[src/hdl/chiplet_types_pkg.sv]
`default_nettype none

package chiplet_types_pkg;

    // link sizing
    localparam int NUM_VCS   = 4;
    localparam int VC_DEPTH  = 8;
    localparam int VC_BITS   = 2;
    localparam int CNT_BITS  = 4;
    localparam int DROP_BITS = 8;

    typedef logic [VC_BITS-1:0] vc_t;

    // par is even parity over vc, id and payload
    typedef struct packed {
        vc_t         vc;
        logic [3:0]  id;
        logic [31:0] payload;
        logic        par;
    } flit_t;

    // one-hot write into the channel FIFOs
    typedef struct packed {
        logic [NUM_VCS-1:0] wen;
        flit_t              wdata;
    } buf_req_t;

    typedef struct packed {
        logic [NUM_VCS-1:0][CNT_BITS-1:0] count;
        logic [NUM_VCS-1:0]               full;
        logic [NUM_VCS-1:0]               empty;
        // single-cycle pulses
        logic [NUM_VCS-1:0]               overrun;
    } buf_state_t;

    typedef enum logic [1:0] {
        CMD_NOP       = 2'd0,
        CMD_CLEAR_VC  = 2'd1,
        CMD_CLEAR_ALL = 2'd2,
        CMD_ACK_ERR   = 2'd3
    } cmd_op_e;

    typedef struct packed {
        logic [NUM_VCS-1:0][CNT_BITS-1:0] count;
        logic [NUM_VCS-1:0]               overrun_sticky;
        logic [DROP_BITS-1:0]             drop_count;
    } rx_status_t;

endpackage

`default_nettype wire

[src/hdl/flit_ingress.sv]
`timescale 1ns/10ps
`default_nettype none

module flit_ingress (
    input  logic                                        CLK,
    input  logic                                        nRST,
    input  logic                                        in_valid,
    input  chiplet_types_pkg::flit_t                    in_flit,
    output chiplet_types_pkg::buf_req_t                 buf_req,
    output logic [chiplet_types_pkg::DROP_BITS-1:0]     drop_count
);

    import chiplet_types_pkg::*;

    logic                 valid_q;
    flit_t                flit_q;
    logic                 par_calc;
    logic                 par_ok;
    logic [NUM_VCS-1:0]   wen_next;
    logic [NUM_VCS-1:0]   wen_q;
    flit_t                wdata_q;
    logic [DROP_BITS-1:0] drop_q;

    // input capture stage
    always_ff @(posedge CLK, negedge nRST) begin
        if (!nRST) begin
            valid_q <= 1'b0;
        end else begin
            valid_q <= in_valid;
        end
    end

    always_ff @(posedge CLK) begin
        if (in_valid) begin
            flit_q <= in_flit;
        end
    end

    // parity recomputed over vc, id and payload
    always_comb begin
        par_calc = ^{flit_q.vc, flit_q.id, flit_q.payload};
        par_ok   = (par_calc == flit_q.par);
        wen_next = '0;
        if (valid_q && par_ok) begin
            wen_next[flit_q.vc] = 1'b1;
        end
    end

    // request stage
    always_ff @(posedge CLK, negedge nRST) begin
        if (!nRST) begin
            wen_q  <= '0;
            drop_q <= '0;
        end else begin
            wen_q <= wen_next;
            // bad flits are counted, saturating
            if (valid_q && !par_ok && drop_q != '1) begin
                drop_q <= drop_q + 1'b1;
            end
        end
    end

    always_ff @(posedge CLK) begin
        if (valid_q) begin
            wdata_q <= flit_q;
        end
    end

    always_comb begin
        buf_req.wen   = wen_q;
        buf_req.wdata = wdata_q;
    end

    assign drop_count = drop_q;

endmodule

`default_nettype wire

[config.mk]
export PLATFORM = sky130hd
export DESIGN_NAME = flit_ingress
export DESIGN_NICKNAME = d
export VERILOG_FILES = /design/src/hdl/chiplet_types_pkg.sv /design/src/hdl/flit_ingress.sv
export SDC_FILE = /design/constraint.sdc
export NUM_CORES = 1
export LEC_CHECK = 0
export ABC_AREA = 1
export BUFFER_PORTS_ARGS = -buffer_cell sky130_fd_sc_hd__buf_2
export CAP_MARGIN = 0
export CORE_MARGIN = 1
export CORE_UTILIZATION = 35
export DETAILED_ROUTE_END_ITERATION = 12
export PLACE_DENSITY = 0.57
export SYNTH_ARGS = -nofsm -noshare
export SYNTH_HDL_FRONTEND = slang
export SYNTH_SLANG_ARGS = --single-unit
[constraint.sdc]
create_clock -name CLK -period 2.7 [get_ports CLK]
set_input_delay 0.27 -clock CLK [delete_from_list [all_inputs] [get_ports CLK]]
set_output_delay 0.27 -clock CLK [all_outputs]
set_load 0.02 [all_outputs]
==> results.toml <==
[routing]
post_drt_wl_per_cell_um = 11.7
wl_um = 6550
route.vias.total = 2388
firstDrtPassIters = 4
postRouteAntennaNets = 0
route.detailed.drc = 0
drt_iter0_drc = 88
viasPerCell = 4.28

[layout]
layout.cells.non_filler = 558
syn2layout_area_growth_pct = 22.5
final_util = 0.445
drive_gt1_frac = 0.310
nNetsFinal = 464
multi_input_area_um2 = 966
antenna_cells = 0
register_area_mm2 = 0.00267
fillCellCount = 980

[critical_path]
startpoint_type = "flop"
worst_path_most_repeated_cell = "nand2_1"
critical_path.top_delay_family = "simple AND/OR/NAND/NOR gates"
cp_slowest_cell = "edfxtp_1"
end_kind = "flop"
worstPathArrival_ps = 2280
cp_num_buf_inv = 2
required_ps = 2940
critical_path.max_fanout = 7
criticalPathCategory = "reg2reg"
worstPathCellList = "inv_1, ha_1, nand3b_1, nand2_1, nand2_1, nand2_1, inv_1, nand2_1, nand3_1, nand4_1, nand4_4, nand2_1, nand2_1"
cp_slowest_stage_delay_ps = 410

[yosys]
synth.distinct_cells = 23
ys_seq_elements = 91
synth_cells = 312
ys_seq_area_frac = 0.704
syn-num-nets = 359
synth_area_per_cell_um2 = 12.1
ys.warnings.count = 0
syn-cell-area_mm2 = 0.00379

[placement]
gp_congestion = 0.719
hpwl_um = 4720
portBuffers = 92
dpl.cell_count = 541

[timing]
hold_viol = 0
skew_ps = 6.92
relSlewSlack = 0.389
report.final.setup_viol = 0
worst_pin_slew_ps = 916
setup_tns_ps = 0
min_period_over_period = 0.754
fmax_ghz = 0.491
grt_setup_unrepaired = "no"
fin_crit_ps = 2040
final-max-slew-violation-count = 0

[clock_network]
path_clk_slew_ps = 90
htreeDepth = 3
cts.sinks = 91
cts.path.max_buffers = 2
clk_latency_ps = 350
root_buffer = "clkbuf_8"
cts_resized = 0
numCtsBuffers = 9
cts_tree = "done"

[die]
die_x_um = 106
row_count = 37
io_pins = 93
die_y_um = 106
initial_core_util = 0.364
die_area_mm2 = 0.0112
core_area_mm2 = 0.0104

[outcome]
status = "finished, final reports clean"

[global_route]
grt_pass1_vias = 2188
grt_first_pass_wirelength_um = 10300
grt_overflow = 0
track_usage = 0.123
antenna_found_initial = 0
grt_max_degree = 41

[power_and_ir_drop]
ir_worst_vdd_v = 0.000299
p_per_area_mw_per_mm2 = 748
power.leakage_nw = 2.14
power_mw = 3.47

[job]
maxCapViolCount = 0

[min_path]
min_path_type = "in2reg"
-- worst reg2reg max path: cells and delay by family (launching register included) --
family	cells	cell delay (ps)
adders and majority gates	1	300
buffers and inverters	2	120
DFF	1	410
and+or+nand+nor	10	1100
-- final cells by class --
cell class	count	share of cell area
Clock buffer	10	0.0275
Tap cell	136	0.0367
Sequential cell	91	0.575
Clock inverter	6	0.0154
Inverter	39	0.0321
Multi-Input combinational cell	181	0.208
Timing Repair Buffer	95	0.105
-- Yosys cell counts (all sizes together) --
master  count  share of area
nor3        2         0.0040
o21ai       1         0.0023
buf         1         0.0013
ha          5          0.017
nand4       9          0.019
edfxtp     78           0.62
xor2       12          0.028
inv        39          0.039
nand3      10          0.013
xnor2       9          0.021
nor2       14          0.021
dfrtp      13          0.086
nand2     116           0.12
nand3b      3         0.0059
-- repair_timing --
action                                  4_1_cts  5_1_grt
buffers inserted                              0        0
hold endpoints to repair                     13        0
hold buffers                                  1        0
endpoints found under the setup margin        0        0
-- sequential cells by signal (all words and copies together) (netlist names) --
register,flops
buf_req,39
drop_count,8
wen_q,4
valid_q,1
flit_q,39
-- cells in the final DEF (no fill, tap or decap), types with 3 or more instances in the layout --
cell type,synthesis,routed
nand2_1,106,106
buf_2,1,92
edfxtp_1,78,78
inv_1,35,35
xor2_1,12,12
dfrtp_1,13,12
nor2_1,10,10
nand3_1,10,10
xnor2_1,9,9
clkbuf_8,0,9
nand2_2,8,8
nand4_1,8,8
ha_1,5,5
nand3b_1,3,3
inv_2,3,3
-- stage by stage --
stage          hold WS, ps  worst slack, ps  area (µm²)
5_1_grt               44.7              418        4640
3_3_place_gp           168              736        4430
4_1_cts               59.7              649        4640
6_report              87.3              663        4640
2_1_floorplan        -25.6              835        3790
3_5_place_dp           171              670        4430
-- power by group --
part / internal (mW) / leakage [nW] / total (mW) / switching, mW
registers: 1.69 / 0.935 / 1.79 / 0.104
clock network: 0.437 / 0.0935 / 0.922 / 0.485
logic: 0.268 / 1.11 / 0.756 / 0.488
total: 2.39 / 2.14 / 3.47 / 1.08
-- per-layer routing --
layer | wire, µm | up-vias | track usage
li1 | - | 1228 | -
met1 | 2800 | 1083 | 0.148
met2 | 3250 | 72 | 0.200
met3 | 442 | 5 | 0.0460
met4 | 53 | 0 | 0.0446
met5 | 0 | - | 0
-- cell families after synthesis --
| kind of cell | count (synthesis) | share of synthesized area |
|---|---|---|
| fa+ha+maj | 5 | 0.0165 |
| xor+xnor | 21 | 0.0486 |
| compound gates | 1 | 0.00231 |
| flops | 91 | 0.704 |
| simple gates | 154 | 0.188 |
| buf+inv | 40 | 0.0406 |
-- path summary, 6_finish.rpt --
path	to	from	cells past startpoint	slack [ps]
max in group asynchronous	valid_q	nRST	2	2120
min in group asynchronous	drop_count[4]	nRST	2	330
min reg2reg	buf_req[6]	flit_q[6]	0	480
min	flit_q[26]	in_flit[26]	1	90
max	drop_count[0]	flit_q[37]	13	660
max reg2reg	drop_count[0]	flit_q[37]	13	660
No activity file was read; power rests on OpenSTA's default activity.
