File: src/hdl/chiplet_types_pkg.sv
`default_nettype none

package chiplet_types_pkg;

    // link sizing
    localparam int NUM_VCS   = 4;
    localparam int VC_DEPTH  = 8;
    localparam int VC_BITS   = 2;
    localparam int CNT_BITS  = 4;
    localparam int DROP_BITS = 8;

    typedef logic [VC_BITS-1:0] vc_t;

    // par is even parity over vc, id and payload
    typedef struct packed {
        vc_t         vc;
        logic [3:0]  id;
        logic [31:0] payload;
        logic        par;
    } flit_t;

    // one-hot write into the channel FIFOs
    typedef struct packed {
        logic [NUM_VCS-1:0] wen;
        flit_t              wdata;
    } buf_req_t;

    typedef struct packed {
        logic [NUM_VCS-1:0][CNT_BITS-1:0] count;
        logic [NUM_VCS-1:0]               full;
        logic [NUM_VCS-1:0]               empty;
        // single-cycle pulses
        logic [NUM_VCS-1:0]               overrun;
    } buf_state_t;

    typedef enum logic [1:0] {
        CMD_NOP       = 2'd0,
        CMD_CLEAR_VC  = 2'd1,
        CMD_CLEAR_ALL = 2'd2,
        CMD_ACK_ERR   = 2'd3
    } cmd_op_e;

    typedef struct packed {
        logic [NUM_VCS-1:0][CNT_BITS-1:0] count;
        logic [NUM_VCS-1:0]               overrun_sticky;
        logic [DROP_BITS-1:0]             drop_count;
    } rx_status_t;

endpackage

`default_nettype wire

File: src/hdl/flit_buffers.sv
`timescale 1ns/10ps
`default_nettype none

module flit_buffers #(
    parameter int NUM_BUFFERS = chiplet_types_pkg::NUM_VCS,
    parameter int DEPTH       = chiplet_types_pkg::VC_DEPTH
) (
    input  logic                                         CLK,
    input  logic                                         nRST,
    input  chiplet_types_pkg::buf_req_t                  buf_req,
    input  logic [NUM_BUFFERS-1:0]                       ren,
    input  logic [NUM_BUFFERS-1:0]                       clear,
    output chiplet_types_pkg::flit_t [NUM_BUFFERS-1:0]   rdata,
    output chiplet_types_pkg::buf_state_t                state
);

    import chiplet_types_pkg::*;

    localparam int ADDR_BITS = (DEPTH > 1) ? $clog2(DEPTH) : 1;
    localparam int CNT_W     = $clog2(DEPTH + 1);

    // elaboration checks
    if (DEPTH < 1 || (DEPTH & (DEPTH - 1)) != 0) begin : g_depth_check
        $error("%m: DEPTH must be a power of two");
    end
    if (CNT_W > CNT_BITS) begin : g_count_check
        $error("%m: DEPTH does not fit the status count width");
    end
    if (NUM_BUFFERS != NUM_VCS) begin : g_num_check
        $error("%m: NUM_BUFFERS must match the number of virtual channels");
    end

    logic [NUM_BUFFERS-1:0][ADDR_BITS-1:0] wptr;
    logic [NUM_BUFFERS-1:0][ADDR_BITS-1:0] rptr;
    logic [NUM_BUFFERS-1:0][CNT_W-1:0]     count;
    logic [NUM_BUFFERS-1:0]                overrun_q;
    logic [NUM_BUFFERS-1:0]                overrun_next;
    logic [NUM_BUFFERS-1:0]                full;
    logic [NUM_BUFFERS-1:0]                empty;
    logic [NUM_BUFFERS-1:0]                do_wr;
    logic [NUM_BUFFERS-1:0]                do_rd;

    // shared storage with one row per buffer
    flit_t mem [NUM_BUFFERS][DEPTH];

    always_comb begin
        for (int i = 0; i < NUM_BUFFERS; i++) begin
            full[i]  = (count[i] == DEPTH);
            empty[i] = (count[i] == '0);
            // arbiter only pops non-empty buffers
            do_rd[i] = ren[i] && !clear[i];
            // a full buffer still takes a write if it is read in the same cycle
            do_wr[i] = buf_req.wen[i] && !clear[i] && (!full[i] || ren[i]);
            overrun_next[i] = buf_req.wen[i] && !clear[i] && full[i] && !ren[i];
        end
    end

    always_ff @(posedge CLK, negedge nRST) begin
        if (!nRST) begin
            wptr      <= '0;
            rptr      <= '0;
            count     <= '0;
            overrun_q <= '0;
        end else begin
            overrun_q <= overrun_next;
            for (int i = 0; i < NUM_BUFFERS; i++) begin
                if (clear[i]) begin
                    wptr[i]  <= '0;
                    rptr[i]  <= '0;
                    count[i] <= '0;
                end else begin
                    // pointers wrap at DEPTH
                    if (do_wr[i]) begin
                        wptr[i] <= (int'(wptr[i]) == DEPTH - 1) ? '0 : wptr[i] + 1'b1;
                    end
                    if (do_rd[i]) begin
                        rptr[i] <= (int'(rptr[i]) == DEPTH - 1) ? '0 : rptr[i] + 1'b1;
                    end
                    count[i] <= count[i] + CNT_W'(do_wr[i]) - CNT_W'(do_rd[i]);
                end
            end
        end
    end

    // flit storage
    always_ff @(posedge CLK) begin
        for (int i = 0; i < NUM_BUFFERS; i++) begin
            if (do_wr[i]) begin
                mem[i][wptr[i]] <= buf_req.wdata;
            end
        end
    end

    always_comb begin
        state.full    = full;
        state.empty   = empty;
        state.overrun = overrun_q;
        for (int i = 0; i < NUM_BUFFERS; i++) begin
            state.count[i] = CNT_BITS'(count[i]);
            // head flit is valid whenever the buffer is not empty
            rdata[i] = mem[i][rptr[i]];
        end
    end

endmodule

`default_nettype wire

File: config.mk
export PLATFORM = sky130hd
export DESIGN_NAME = flit_buffers
export DESIGN_NICKNAME = d
export VERILOG_FILES = /design/src/hdl/chiplet_types_pkg.sv /design/src/hdl/flit_buffers.sv
export SDC_FILE = /design/constraint.sdc
export NUM_CORES = 1
export LEC_CHECK = 0
export CAP_MARGIN = 20
export CORE_MARGIN = 3
export CORE_UTILIZATION = 45
export CTS_CLUSTER_DIAMETER = 30
export CTS_CLUSTER_SIZE = 28
export DETAILED_ROUTE_END_ITERATION = 10
export DONT_BUFFER_PORTS = 1
export HOLD_SLACK_MARGIN = 0.1
export PLACE_DENSITY = 0.65
export SYNTH_ARGS = -nofsm -noshare
export SYNTH_HDL_FRONTEND = slang
export SYNTH_SLANG_ARGS = --single-unit
File: constraint.sdc
create_clock -name CLK -period 15.4 [get_ports CLK]
set_input_delay 1.54 -clock CLK [delete_from_list [all_inputs] [get_ports CLK]]
set_output_delay 1.54 -clock CLK [all_outputs]
set_load 0.1 [all_outputs]
==> flow_summary_export.csv <==
group,metric,value,unit
pwr,power-per-cell-area,173,mW/mm^2
min_path,hold_path_class,"in2async",
setup_path,path_class,"reg2out",
logic_synthesis,ys.warnings.count,0,
floorplan,floorplan.die.width,338,um
timing,final_min_period_over_clock_period,34.4,%
pwr,power.leakage,19.3,nW
timing,finalCriticalPeriod,5.30,ns
pwr,vdd_drop_max,134,uV
setup_path,reg2reg_to,"mem[3][213]",
logic_synthesis,netlist_area,0.0497,mm^2
timing,worstMarginPinSlew,1.09,ns
detailed_routing,drc_violation_count_after_routing,0,
logic_synthesis,yosysUniqueCellTypes,40,
placed_design,gp_congestion,0.745,
setup_path,cpPeakStageDelay,0.91,ns
timing,worst_slew_margin_rel,27.5,%
detailed_routing,vias,22400,
clock_tree,clock_latency,0.82,ns
setup_path,critical_path.top_delay_family,"multiplexers",
setup_path,worstPathCellList,"buf_4 -> mux4_2 -> mux2_2",
setup_path,critPathLaunchType,"flip-flop",
floorplan,core-area,0.109,mm^2
run,max-cap-violations,0,
setup_path,cpMaxStageDelayCell,"sky130_fd_sc_hd__dfrtp_4",
timing,final-setup-viol-count,0,
timing,rsz_0062_raised_after_global_routing,"no",
floorplan,die_y,338,um
floorplan,floorplan.io_pins,237,
layout,syn_to_final_growth,21.4,%
global_routing,grt_overflow_total,0,
layout,design_area,0.0603,mm^2
placed_design,dpl.cell_count,3537,
clock_tree,htree_levels,4,
logic_synthesis,synthArstFlopShare,3.41,%
clock_tree,cts_made_buffers,239,
global_routing,antenna_found_initial,7,
logic_synthesis,synth_adder_area_share,1.14,%
logic_synthesis,syn_area_per_cell,23.6,um^2
logic_synthesis,synth_xor_area_share,0.0705,%
timing,fin_worst_skew,0.0770,ns
detailed_routing,drt_iter0_markers,1930,
logic_synthesis,postSynth.topFlopCell,"sky130_fd_sc_hd__edfxtp_1",
timing,final-hold-violation-count,0,
logic_synthesis,synth_edf_count,1248,
clock_tree,cts_tree,"done",
layout,final_layout_size_suffix_gt1_share,39.1,%
detailed_routing,drt_pass_1_iters,5,
logic_synthesis,synth_compound_area_share,0.362,%
logic_synthesis,synth_simple_gate_area_share,1.48,%
setup_path,timing.rr.start,"state[26]",
layout,layoutNonFillerInstCount,4002,
detailed_routing,postRouteAntennaNets,0,
clock_tree,clk_root_buffer_cell,"sky130_fd_sc_hd__clkbuf_16",
clock_tree,post_cts_resize_count,0,
logic_synthesis,post_synth_mux_area_share,18.0,%
logic_synthesis,synthesis.instances,2109,
setup_path,critical_path_arrival,3.76,ns
layout,num-nets-final,2398,
logic_synthesis,synth-seq-area-share,77.6,%
floorplan,die_area,0.114,mm^2
detailed_routing,drt-total-wl,113000,um
setup_path,rrSetupSlack,11.58,ns
setup_path,critical_path_required,13.86,ns
clock_tree,maximum_clock_path_buffer_count,3,
placed_design,io_buffer_count,0,
clock_tree,path_clk_slew,0.05,ns
global_routing,grt_pass1_wl,165000,um
setup_path,worstPathMaxFanout,44,
global_routing,first_global_vias,24000,
global_routing,grt_usage,20.0,%
logic_synthesis,yosys_register_bits,1292,
layout,filler_cell_count,8001,
timing,maxClockFrequency,189,MHz
clock_tree,tritoncts_num_sinks,1292,
detailed_routing,vias_per_cell,5.60,
clock_tree,cts_hold_buf,0,
timing,finalSetupTns,0,ns
setup_path,critPathCaptureType,"output port",
outcome,result_of_the_run,"complete, no violations",
placed_design,detailed_place_hpwl,60800,um
logic_synthesis,synth_top_family_by_area,"multiplexers",
global_routing,grt_start_max_net_pins,61,
placed_design,dpl_cell_area,0.0518,mm^2
clock_tree,post_cts.repair.setup_buffers,0,
setup_path,worstPathBufferInverterCount,1,
floorplan,start_util,45.5,%
timing,maxSlewViolCount,0,
logic_synthesis,mappedNetlistNets,2205,
floorplan,floorplan.rows,121,
detailed_routing,routed_wire_length_per_instance,28.3,um
setup_path,critical_path_depth,3,
setup_path,reg2regPathDepth,6,
## worst register-to-register path, delay by kind of cell, from the launching register on
kind / cells / cell delay (ns)
buffers and inverters: 2 / 0.84
adders and majority gates: 1 / 0.27
DFF: 1 / 0.93
and+or+nand+nor: 3 / 1.39
## report_power, final
group	switching, mW	internal, mW
combinational	0.712	0.256
clock	1.82	3.50
sequential	0.154	3.96
total	2.69	7.72
## stage by stage
step | total power, mW | hold slack (ns) | util, % | setup WS (ns)
CTS | 10.5 | 0.368 | 55.2 | 9.95
global placement | 5.14 | 0.634 | 47.4 | 10.85
global route | 10.7 | 0.378 | 55.2 | 9.79
detailed placement | 5.16 | 0.658 | 47.4 | 10.81
floorplan | 4.97 | 0.587 | - | 8.84
finish | 10.4 | 0.435 | 55.2 | 10.10
## cells in the mapped netlist (3+ instances only)
| master | count | area share, % |
|---|---|---|
| sky130_fd_sc_hd__clkbuf_1 | 53 | 0.40 |
| sky130_fd_sc_hd__nor2b_1 | 19 | 0.24 |
| sky130_fd_sc_hd__dfrtp_1 | 44 | 2.2 |
| sky130_fd_sc_hd__mux2_2 | 144 | 3.3 |
| sky130_fd_sc_hd__nor4_1 | 6 | 0.076 |
| sky130_fd_sc_hd__nand2b_1 | 15 | 0.19 |
| sky130_fd_sc_hd__xnor2_1 | 4 | 0.070 |
| sky130_fd_sc_hd__buf_6 | 3 | 0.068 |
| sky130_fd_sc_hd__nand3b_1 | 4 | 0.060 |
| sky130_fd_sc_hd__buf_2 | 34 | 0.34 |
| sky130_fd_sc_hd__fa_1 | 4 | 0.16 |
| sky130_fd_sc_hd__nor3_1 | 12 | 0.12 |
| sky130_fd_sc_hd__mux2_4 | 18 | 0.54 |
| sky130_fd_sc_hd__mux2i_1 | 5 | 0.10 |
| sky130_fd_sc_hd__ha_1 | 39 | 0.98 |
| sky130_fd_sc_hd__nor3b_1 | 11 | 0.17 |
| sky130_fd_sc_hd__edfxtp_1 | 1248 | 75 |
| sky130_fd_sc_hd__or4b_1 | 3 | 0.060 |
| sky130_fd_sc_hd__a21oi_1 | 18 | 0.18 |
| sky130_fd_sc_hd__inv_1 | 28 | 0.21 |
| sky130_fd_sc_hd__buf_12 | 6 | 0.24 |
| sky130_fd_sc_hd__nor2_1 | 39 | 0.29 |
| sky130_fd_sc_hd__mux4_2 | 312 | 14 |
| sky130_fd_sc_hd__a31o_2 | 5 | 0.088 |
| sky130_fd_sc_hd__nand2_1 | 9 | 0.068 |
| sky130_fd_sc_hd__nand3_1 | 9 | 0.091 |
## metal layers
metal	vias up	part of all wire [%]	global-route usage [%]
li1	9380	-	-
met1	12200	40	25.5
met2	655	50	32.3
met3	156	8.0	6.90
met4	0	2.5	6.75
met5	-	0	0
## sequential cells by signal, summed over array words and instances (netlist names)
name       cells
mem         1248
overrun_q      4
rptr          12
state         16
wptr          12
## cell families after synthesis
group	after synthesis
buffers and inverters	127
DFF	1292
and+or+nand+nor	135
adders and majority gates	43
muxes	479
xor gates and xnor gates	4
AOI/OAI and AO/OA	29
## how the worst max path moves through the flow
stage	startpoint	endpoint	slack, ns
after floorplan	buf_req[41]	mem[2][100]	8.84
after global placement	rptr[1]	rdata[26]	10.85
after detailed placement	rptr[1]	rdata[13]	10.81
after CTS	rptr[7]	rdata[86]	9.95
after global routing	rptr[9]	rdata[117]	9.79
final	rptr[9]	rdata[121]	10.10
## area by class of cell
cell class | instances | area (um^2) | area share, %
diodes | 10 | 25.0 | 0.0415
clock buffers | 271 | 6100 | 10.1
clock inverters | 184 | 2410 | 4.00
inverters | 28 | 105 | 0.174
multi-input cells | 690 | 10700 | 17.8
flip-flops and latches | 1292 | 38600 | 64.0
well taps | 1476 | 1850 | 3.06
repair buffers | 51 | 518 | 0.858
## layout by cell type (no fill, tap or decap), drive strengths merged, types with 11 or more instances in the layout
cell type / instances
mux4: 312
bufinv: 37
dfrtp: 44
ha: 39
inv: 54
clkinv: 89
nand2b: 15
edfxtp: 1248
nor2: 39
nand2: 11
nor3b: 11
a21oi: 18
clkinvlp: 32
nor3: 12
nor2b: 19
mux2: 162
clkbuf: 278
buf: 44
(Power assumes the default switching activity.)
