<file path="config.mk">
export PLATFORM = sky130hd
export DESIGN_NAME = buffer_ctrl
export DESIGN_NICKNAME = d
export VERILOG_FILES = /design/src/hdl/chiplet_types_pkg.sv /design/src/hdl/buffer_ctrl.sv
export SDC_FILE = /design/constraint.sdc
export NUM_CORES = 1
export LEC_CHECK = 0
export BUFFER_PORTS_ARGS = -buffer_cell sky130_fd_sc_hd__buf_2
export CAP_MARGIN = 20
export CELL_PAD_IN_SITES_DETAIL_PLACEMENT = 1
export CELL_PAD_IN_SITES_GLOBAL_PLACEMENT = 2
export CORE_ASPECT_RATIO = 0.8
export CORE_MARGIN = 8
export CORE_UTILIZATION = 13
export DETAILED_ROUTE_END_ITERATION = 10
export PLACE_DENSITY_LB_ADDON = 0.1
export SLEW_MARGIN = 30
export SYNTH_ARGS = -nofsm -noshare
export SYNTH_HDL_FRONTEND = slang
export SYNTH_SLANG_ARGS = --single-unit
</file>
<file path="constraint.sdc">
create_clock -name CLK -period 0.8 [get_ports CLK]
set_input_delay 0 -clock CLK [delete_from_list [all_inputs] [get_ports CLK]]
set_output_delay 0 -clock CLK [all_outputs]
set_load 0.01 [all_outputs]
</file>
<file path="src/hdl/chiplet_types_pkg.sv">
`default_nettype none

package chiplet_types_pkg;

    // link sizing
    localparam int NUM_VCS   = 4;
    localparam int VC_DEPTH  = 8;
    localparam int VC_BITS   = 2;
    localparam int CNT_BITS  = 4;
    localparam int DROP_BITS = 8;

    typedef logic [VC_BITS-1:0] vc_t;

    // par is even parity over vc, id and payload
    typedef struct packed {
        vc_t         vc;
        logic [3:0]  id;
        logic [31:0] payload;
        logic        par;
    } flit_t;

    // one-hot write into the channel FIFOs
    typedef struct packed {
        logic [NUM_VCS-1:0] wen;
        flit_t              wdata;
    } buf_req_t;

    typedef struct packed {
        logic [NUM_VCS-1:0][CNT_BITS-1:0] count;
        logic [NUM_VCS-1:0]               full;
        logic [NUM_VCS-1:0]               empty;
        // single-cycle pulses
        logic [NUM_VCS-1:0]               overrun;
    } buf_state_t;

    typedef enum logic [1:0] {
        CMD_NOP       = 2'd0,
        CMD_CLEAR_VC  = 2'd1,
        CMD_CLEAR_ALL = 2'd2,
        CMD_ACK_ERR   = 2'd3
    } cmd_op_e;

    typedef struct packed {
        logic [NUM_VCS-1:0][CNT_BITS-1:0] count;
        logic [NUM_VCS-1:0]               overrun_sticky;
        logic [DROP_BITS-1:0]             drop_count;
    } rx_status_t;

endpackage

`default_nettype wire

</file>
<file path="src/hdl/buffer_ctrl.sv">
`timescale 1ns/10ps
`default_nettype none

module buffer_ctrl (
    input  logic                                        CLK,
    input  logic                                        nRST,
    input  logic                                        cmd_valid,
    input  chiplet_types_pkg::cmd_op_e                  cmd_op,
    input  chiplet_types_pkg::vc_t                      cmd_vc,
    input  chiplet_types_pkg::buf_state_t               state,
    input  logic [chiplet_types_pkg::DROP_BITS-1:0]     drop_count,
    output logic [chiplet_types_pkg::NUM_VCS-1:0]       clear,
    output chiplet_types_pkg::rx_status_t               status
);

    import chiplet_types_pkg::*;

    logic [NUM_VCS-1:0] clear_next;
    logic [NUM_VCS-1:0] clear_q;
    logic               ack_next;
    logic               ack_q;
    logic [NUM_VCS-1:0] sticky_q;

    // command decode
    always_comb begin
        clear_next = '0;
        ack_next   = 1'b0;
        if (cmd_valid) begin
            case (cmd_op)
                CMD_CLEAR_VC:  clear_next[cmd_vc] = 1'b1;
                CMD_CLEAR_ALL: clear_next = '1;
                CMD_ACK_ERR:   ack_next = 1'b1;
                default:       clear_next = '0;
            endcase
        end
    end

    always_ff @(posedge CLK, negedge nRST) begin
        if (!nRST) begin
            clear_q  <= '0;
            ack_q    <= 1'b0;
            sticky_q <= '0;
        end else begin
            clear_q <= clear_next;
            ack_q   <= ack_next;
            // a pulse arriving with the ack keeps its bit set
            if (ack_q) begin
                sticky_q <= state.overrun;
            end else begin
                sticky_q <= sticky_q | state.overrun;
            end
        end
    end

    assign clear = clear_q;

    always_comb begin
        status.count          = state.count;
        status.overrun_sticky = sticky_q;
        status.drop_count     = drop_count;
    end

endmodule

`default_nettype wire

</file>
==> flow_summary_export.csv, run 1 <==
group,metric,value,unit
clock_network,insertion_delay,0.23,ns
layout,layout_common_cells,"buf_2 (18), dfrtp_1 (9), dlygate4sd3_1 (5)",
layout,fill_cells,488,
power,ir_drop,0.0003527,V
worst_setup_path,worstSetupEndpointType,"primary output",
floorplanning,die_w,88.68,um
timing,max_freq,1352,MHz
status,status,"finished clean",
synth,synthesis.area,549.3,um^2
worst_setup_path,cp.required,0.80,ns
timing,rsz0062_at_grt,"false",
layout,antenna_cells,0,
worst_setup_path,arrival,0.74,ns
timing,period_share,92.42,%
clock_network,postCtsSetupBuffers,0,
timing,setup_ws,0.06061,ns
hold_path,hold_path.class,"input pin to primary output",
placement,gp_congestion,0.6148,
clock_network,cts_buffer_depth,2,
clock_network,clk_pin_slew,0.04,ns
layout,design_area,633.1,um^2
clock_network,cts.sinks,9,
routing,avgViaCountPerCell,2.826,
routing,drc_errors,0,
timing,whs,0.000003255,ns
synth,syn_inst,54,
flow_run,cap_violations,0,
placement,dpl_worst_slack,-0.1033,ns
grt,gr-total-overflow,0,
clock_network,root_buffer,"clkbuf_8",
floorplanning,rows,21,
grt,grt_util_all_layers,3.608,%
timing,layout_min_cycle_time,0.7394,ns
power,fin_total_pwr,1.136,mW
synth,syn-num-nets,100,
grt,grt_max_degree,10,
worst_setup_path,max_stage_delay,0.37,ns
grt,grt_pass1_vias,402,
worst_setup_path,critical_path.top_delay_family,"flip-flops",
worst_setup_path,worstPathCellList,"buf_2",
floorplanning,io_pins,75,
placement,place.port_buffers,18,
worst_setup_path,crit_fanout,2,
timing,finClkSkew,0.001844,ns
layout,final_nets,105,
synth,synth_area_per_cell,10.17,um^2
routing,routed_wl,1.145,mm
timing,slew_headroom,86.17,%
power,power_density,1795,nW/um^2
routing,routedWlPerCell,9.957,um
timing,hold_viol,0,
floorplanning,die-area,6574,um^2
worst_setup_path,critPathKind,"register to primary output",
timing,setup_violations,0,
floorplanning,die_y,74.14,um
layout,drive_gt1_share,37.93,%
placement,placed_cell_area,538.0,um^2
floorplanning,core_area,4125,um^2
synth,synthDistinctLibCells,11,
clock_network,h-tree-depth,1,
grt,antenna_found_initial,0,
routing,drt_iter0_markers,2,
grt,grt_pass1_wl,1.794,mm
power,leakagePower,0.2914,nW
synth,ys_ff_latch,9,
synth,yosysSeqAreaShare,41.00,%
layout,syn_to_final_growth,15.26,%
worst_setup_path,crit_path_start_kind,"register",
synth,yosysWarnings,0,
worst_setup_path,crit_slowest_cell,"dfrtp_1",
timing,maxSlewViolCount,0,
clock_network,cts_made_buffers,3,
routing,num_vias,325,
routing,first_pass_iters,3,
floorplanning,start_util,13.32,%
layout,utilization,15.35,%
worst_setup_path,path_buf_inv,1,
layout,final_common_cell,"buf_2",
routing,antenna_left,0,
timing,tightest_slew,0.2075,ns
clock_network,tritoncts,"built",
[area by class of cell]
class	instances	area [um^2]	share of cell area, %
Sequential cell	9	225.2	35.57
Clock buffer	4	45.04	7.115
Tap cell	57	71.32	11.26
Multi-Input combinational cell	17	128.9	20.36
Inverter	4	15.01	2.372
Timing Repair Buffer	24	147.6	23.32
[sequential cells by signal (all words and copies together), names as in the netlist]
signal	count
clear	4
sticky_q	4
ack_q	1
[routing by layer]
metal | GRT usage [%] | share of wire, % | vias up
met5 | 0 | 0 | -
met4 | 3.551 | 2.4 | 0
met3 | 2.097 | 14 | 4
met2 | 4.926 | 41 | 22
met1 | 3.758 | 43 | 145
li1 | - | - | 154
[synth_stat cells]
master    count  share of area, %
buf_4        24                33
dfrtp_1       9                41
a21o_1        4               5.5
a21oi_1       4               3.6
inv_1         4               2.7
ha_1          3               6.8
nand3b_1      2               2.7
and2_1        1               1.1
nand2b_1      1               1.1
nand3_1       1              0.91
or3b_1        1               1.6
[power breakdown]
group          total (mW)  internal [mW]  switching, mW  leakage [nW]
Sequential          0.484          0.477        0.00683         0.106
Clock               0.518          0.347          0.171        0.0228
Combinational       0.134         0.0691         0.0654         0.163
Total                1.14          0.893          0.244         0.291
[through the flow]
| step | TNS (ns) | std cells |
|---|---|---|
| final | 0 | 115 |
| after global routing | 0 | 115 |
| after CTS | 0 | 115 |
| after detailed placement | -0.3491 | 106 |
| after global placement | -0.2792 | 106 |
| after floorplan | 0 | 54 |
[cell families (layout without fill, tap and decap cells)]
kind of cell	Yosys count	count (layout)	share of synthesized area (%)
AOI/OAI and AO/OA	8	8	9.112
adders and majority gates	3	3	6.834
buffers and inverters	28	32	35.53
DFF	9	9	41.00
and+or+nand+nor	6	6	7.517
[repair_timing]
action                                 4_1_cts  5_1_grt
hold buffers                                 5        0
endpoints found under the hold margin       13        0
gates resized for setup                      0        0
[worst paths after layout]
| path | slack [ns] | depth (start not counted) | end | from |
|---|---|---|---|---|
| setup / recovery | 0.06 | 1 | status[9] | sticky_q[1] |
| hold / removal | 0.000003 | 0 | status[6] | drop_count[6] |
| setup reg to reg | 0.11 | 2 | sticky_q[0] | ack_q |
| hold reg to reg | 0.47 | 1 | sticky_q[0] | sticky_q[0] |
| max in group asynchronous | 0.46 | 2 | sticky_q[1] | nRST |
| min in group asynchronous | 0.16 | 2 | clear[0] | nRST |
Power figures use the tool's default switching activity.
==> run 2, diff against run 1 <==
--- a/config.mk
+++ b/config.mk
@@ -5,6 +5,7 @@
 export SDC_FILE = /design/constraint.sdc
 export NUM_CORES = 1
 export LEC_CHECK = 0
+export ABC_AREA = 1
 export BUFFER_PORTS_ARGS = -buffer_cell sky130_fd_sc_hd__buf_2
 export CAP_MARGIN = 20
 export CELL_PAD_IN_SITES_DETAIL_PLACEMENT = 1
==> flow_summary_export.csv, run 2 <==
group,metric,value,unit
layout,layout_common_cells,"buf_2 (18), inv_1 (11), dfrtp_1 (9)",
routing,antenna_left,0,
worst_setup_path,max_stage_delay,0.37,ns
synth,yosysMostFrequentCell,"buf_4",
timing,period_share,92.79,%
layout,antenna_cells,0,
synth,syn_inst,62,
floorplanning,die_w,89.91,um
synth,ys_async_sr_fraction,100.0,%
worst_setup_path,critPathKind,"register to primary output",
routing,routed_wl,1.261,mm
grt,antenna_found_initial,0,
timing,whs,-0.006884,ns
timing,hold_viol,1,
placement,place.port_buffers,18,
clock_network,insertion_delay,0.23,ns
floorplanning,die-area,6754,um^2
worst_setup_path,worstPathCellList,"buf_2",
layout,utilization,15.51,%
timing,layout_min_cycle_time,0.7423,ns
status,status,"finished, violations left",
grt,grt_pass1_vias,413,
synth,synthDistinctLibCells,10,
routing,avgViaCountPerCell,2.846,
layout,final_common_cell,"buf_2",
power,pwr-share-clk,45.6,%
timing,maxSlewViolCount,0,
grt,gr-total-overflow,0,
routing,first_pass_iters,2,
layout,syn_to_final_growth,14.76,%
floorplanning,rows,21,
routing,drc_errors,0,
worst_setup_path,arrival,0.74,ns
power,combPwrFrac,12.2,%
clock_network,h-tree-depth,1,
synth,synth_top_cell_by_area,"dfrtp_1",
synth,yosysSeqAreaShare,39.65,%
placement,place_hpwl,1.003,mm
synth,ys.flop_type,"dfrtp_1",
power,sequentialPowerShare,42.2,%
clock_network,post_cts_resize_count,0,
floorplanning,io_pins,75,
timing,rsz0062_at_grt,"false",
power,power_density,1762,nW/um^2
power,swShare,22.30,%
layout,final_nets,113,
worst_setup_path,cp.required,0.80,ns
worst_setup_path,path_buf_inv,1,
worst_setup_path,crit_fanout,2,
worst_setup_path,crit_slowest_cell,"dfrtp_1",
timing,finClkSkew,0.0002463,ns
worst_setup_path,crit_path_start_kind,"register",
power,fin_total_pwr,1.149,mW
clock_network,clk_pin_slew,0.05,ns
power,leakagePower,0.3572,nW
routing,num_vias,350,
flow_run,cap_violations,0,
grt,grt_util_all_layers,3.997,%
layout,fill_cells,509,
routing,routedWlPerCell,10.25,um
worst_setup_path,critical_path.top_delay_family,"flip-flops",
status,violations,"negative hold slack",
synth,synth_edf_count,0,
synth,synth_area_per_cell,9.162,um^2
clock_network,cts_buffer_depth,2,
synth,ys_ff_latch,9,
timing,max_freq,1347,MHz
synth,synth.top_cell.area_share,39.65,%
timing,tightest_slew,0.2187,ns
power,p_int,0.8926,mW
power,ir_drop,0.0003863,V
synth,synthesis.area,568.0,um^2
layout,drive_gt1_share,34.85,%
power,p_sw,0.2561,mW
floorplanning,start_util,13.51,%
clock_network,cts.sinks,9,
synth,syn-num-nets,108,
floorplanning,core_area,4204,um^2
clock_network,tritoncts,"built",
timing,slew_headroom,85.42,%
synth,yosysWarnings,0,
timing,setup_violations,0,
hold_path,hold_path.class,"input pin to register",
grt,grt_max_degree,10,
grt,grt_pass1_wl,2.049,mm
clock_network,root_buffer,"clkbuf_8",
routing,drt_iter0_markers,3,
synth,synth_common_cells,"buf_4 (24), inv_1 (11), dfrtp_1 (9), o21bai_1 (4)",
synth,ys_top_cells_by_area,"dfrtp_1 (40%), buf_4 (32%), inv_1 (7.3%)",
placement,gp_congestion,0.6261,
floorplanning,die_y,75.13,um
clock_network,cts_made_buffers,3,
worst_setup_path,worstSetupEndpointType,"primary output",
run 2: changes by cell type in the layout (fill, tap and decap cells not counted):
cell	change
nor2_1	+1
nand3_1	+2
nand2_1	+3
nand2b_1	-1
a21oi_1	-1
inv_1	+7
a21oi_2	+1
a21o_1	-4
and2_1	-1
nand3b_1	-2
o21bai_1	+4
or3b_1	-1
run 2: final timing paths:
kind | start | slack (ns) | depth (start not counted) | endpoint
min in group asynchronous | nRST | 0.16 | 2 | sticky_q[0]
worst max register to register | ack_q | 0.16 | 1 | sticky_q[3]
worst max-delay path | sticky_q[3] | 0.06 | 1 | status[11]
worst min register to register | sticky_q[2] | 0.51 | 2 | sticky_q[2]
worst min-delay path | cmd_valid | -0.007 | 3 | ack_q
max in group asynchronous | nRST | 0.46 | 2 | clear[0]
run 2: per-stage QoR:
step,setup slack (ns),cell area (um^2),hold slack [ns],cells,setup TNS (ns)
floorplan,0.1821,568.0,-0.2956,62,0
detailed placement,-0.01204,556.8,-0.1302,114,-0.01204
CTS,0.04927,651.9,0.00006110,123,0
finish,0.05766,651.9,-0.006884,123,0
global placement,-0.01186,556.8,-0.1272,114,-0.01650
global route,0.01740,651.9,0.00001365,123,0
run 2: cell families (layout without fill, tap and decap cells):
group / after synthesis / in the layout / share of synthesized area [%]
buffers and inverters: 35 / 39 / 38.99
flip-flops: 9 / 9 / 39.65
AO/OA/AOI/OAI: 8 / 8 / 9.471
AND/OR/NAND/NOR: 7 / 7 / 5.285
adder cells (fa/ha/maj): 3 / 3 / 6.609
run 2: power by group through the flow:
stage	logic [mW]	clock network [mW]	registers [mW]
3_3_place_gp	0.128	0	0.493
2_1_floorplan	0.164	0	0.502
5_1_grt	0.161	0.570	0.488
3_5_place_dp	0.124	0	0.493
4_1_cts	0.145	0.546	0.486
6_report	0.140	0.524	0.485
run 2: timing repair:
action                    CTS  global route
hold endpoints to repair   13             0
buffers inserted            0             0
hold buffers                5             0
run 2: layout make-up:
class | count | area [um^2] | share of cell area [%]
sequential | 9 | 225.2 | 34.55
inverter | 11 | 41.29 | 6.334
timing repair buffer | 24 | 147.6 | 22.65
tap | 57 | 71.32 | 10.94
clock buffer | 4 | 45.04 | 6.910
multi-input combinational | 18 | 121.4 | 18.62
run 2: layer usage:
layer | vias up | GRT usage [%] | share of wire (%)
met4 | 0 | 2.574 | 0.95
met1 | 155 | 4.530 | 50
li1 | 171 | - | -
met3 | 6 | 3.088 | 13
met2 | 18 | 5.049 | 36
met5 | - | 0 | 0
==> run 3, diff against run 2 <==
--- a/config.mk
+++ b/config.mk
@@ -14,6 +14,7 @@
 export CORE_MARGIN = 8
 export CORE_UTILIZATION = 13
 export DETAILED_ROUTE_END_ITERATION = 10
+export MAX_ROUTING_LAYER = met4
 export PLACE_DENSITY_LB_ADDON = 0.1
 export SLEW_MARGIN = 30
 export SYNTH_ARGS = -nofsm -noshare
==> flow_summary_export.csv, run 3 (synthesized netlist as in run 2, its figures left out) <==
group,metric,value,unit
timing,max_freq,1347,MHz
clock_network,post_cts_resize_count,0,
timing,layout_min_cycle_time,0.7424,ns
clock_network,insertion_delay,0.23,ns
layout,antenna_cells,0,
floorplanning,die_w,89.91,um
power,ir_drop,0.0003863,V
worst_setup_path,max_stage_delay,0.37,ns
placement,dpl_worst_slack,-0.01204,ns
worst_setup_path,critPathKind,"register to primary output",
worst_setup_path,worstSetupEndpointType,"primary output",
routing,antenna_left,0,
layout,design_area,651.9,um^2
worst_setup_path,path_buf_inv,1,
layout,final_nets,113,
placement,placed_cell_area,556.8,um^2
timing,hold_viol,1,
clock_network,postCtsSetupBuffers,0,
placement,place_hpwl,1.003,mm
placement,gp_congestion,0.6310,
status,violations,"negative hold slack",
routing,routedWlPerCell,10.24,um
worst_setup_path,arrival,0.74,ns
floorplanning,die_y,75.13,um
layout,fin_cells,123,
timing,whs,-0.006897,ns
routing,num_vias,350,
grt,grt_pass1_wl,2.056,mm
worst_setup_path,crit_fanout,2,
grt,grt_util_all_layers,4.115,%
worst_setup_path,critical_path.top_delay_family,"flip-flops",
clock_network,root_buffer,"clkbuf_8",
grt,grt_pass1_vias,412,
timing,finClkSkew,0.0002462,ns
power,fin_total_pwr,1.149,mW
placement,dp.cells,114,
routing,routed_wl,1.260,mm
grt,grt_util_met3,2.689,%
grt,grt.met2_usage,5.049,%
routing,drt_iter0_markers,3,
clock_network,tritoncts,"built",
clock_network,cts_made_buffers,3,
timing,setup_violations,0,
layout,syn_to_final_growth,14.76,%
grt,met1_usage,4.759,%
timing,tightest_slew,0.2187,ns
clock_network,clk_pin_slew,0.05,ns
power,leakagePower,0.3572,nW
floorplanning,start_util,13.51,%
worst_setup_path,crit_path_start_kind,"register",
floorplanning,rows,21,
status,status,"finished, violations left",
timing,slew_headroom,85.42,%
layout,drive_gt1_share,34.85,%
routing,drc_errors,0,
floorplanning,io_pins,75,
timing,maxSlewViolCount,0,
placement,place.port_buffers,18,
grt,top_usage_layer,"met2",
timing,period_share,92.79,%
worst_setup_path,worstPathCellList,"buf_2",
grt,gr-total-overflow,0,
hold_path,hold_path.class,"input pin to register",
clock_network,cts.sinks,9,
worst_setup_path,crit_slowest_cell,"dfrtp_1",
routing,first_pass_iters,2,
floorplanning,core_area,4204,um^2
timing,rsz0062_at_grt,"false",
grt,grt_max_degree,10,
flow_run,cap_violations,0,
worst_setup_path,cp.required,0.80,ns
power,power_density,1762,nW/um^2
floorplanning,die-area,6754,um^2
clock_network,h-tree-depth,1,
layout,final_common_cell,"buf_2",
timing,setup_ws,0.05765,ns
clock_network,cts_buffer_depth,2,
layout,utilization,15.51,%
routing,avgViaCountPerCell,2.846,
layout,layout_common_cells,"buf_2 (18), inv_1 (11), dfrtp_1 (9)",
grt,antenna_found_initial,0,
==> run 3: per-layer routing <==
layer	share of wire (%)	routed length (um)
met3	10	130
met4	0.95	12
met5	0	0
met1	52	660
met2	36	457
==> run 3: repair_timing <==
action                                  in CTS  in global routing
hold buffers                                 5                  0
endpoints found under the setup margin       0                  0
hold endpoints to repair                    13                  0
==> run 3: path summary, 6_finish.rpt <==
kind	slack, ns	end	depth (start not counted)	start
hold / removal	-0.007	ack_q	3	cmd_valid
setup reg to reg	0.16	sticky_q[3]	1	ack_q
setup / recovery	0.06	status[11]	1	sticky_q[3]
hold reg to reg	0.51	sticky_q[2]	2	sticky_q[2]
min in group asynchronous	0.16	sticky_q[0]	2	nRST
max in group asynchronous	0.46	clear[0]	2	nRST
==> run 3: stage by stage <==
stage | setup TNS [ns] | hold WS [ns]
final | 0 | -0.006897
after global routing | 0 | 0.00001365
after CTS | 0 | 0.00006110
after detailed placement | -0.01204 | -0.1302
after global placement | -0.01650 | -0.1272
after floorplan | 0 | -0.2956
==> run 3: area by class of cell <==
cell class,instances,area [um^2]
clock buffers,4,45.04
flip-flops and latches,9,225.2
inverters,11,41.29
multi-input cells,18,121.4
repair buffers,24,147.6
fillers,509,3552
well taps,57,71.32
==> run 3: where the power goes <==
part / switching [mW] / internal [mW]
combinational: 0.0710 / 0.0690
sequential: 0.00878 / 0.477
clock: 0.177 / 0.347
total: 0.256 / 0.893
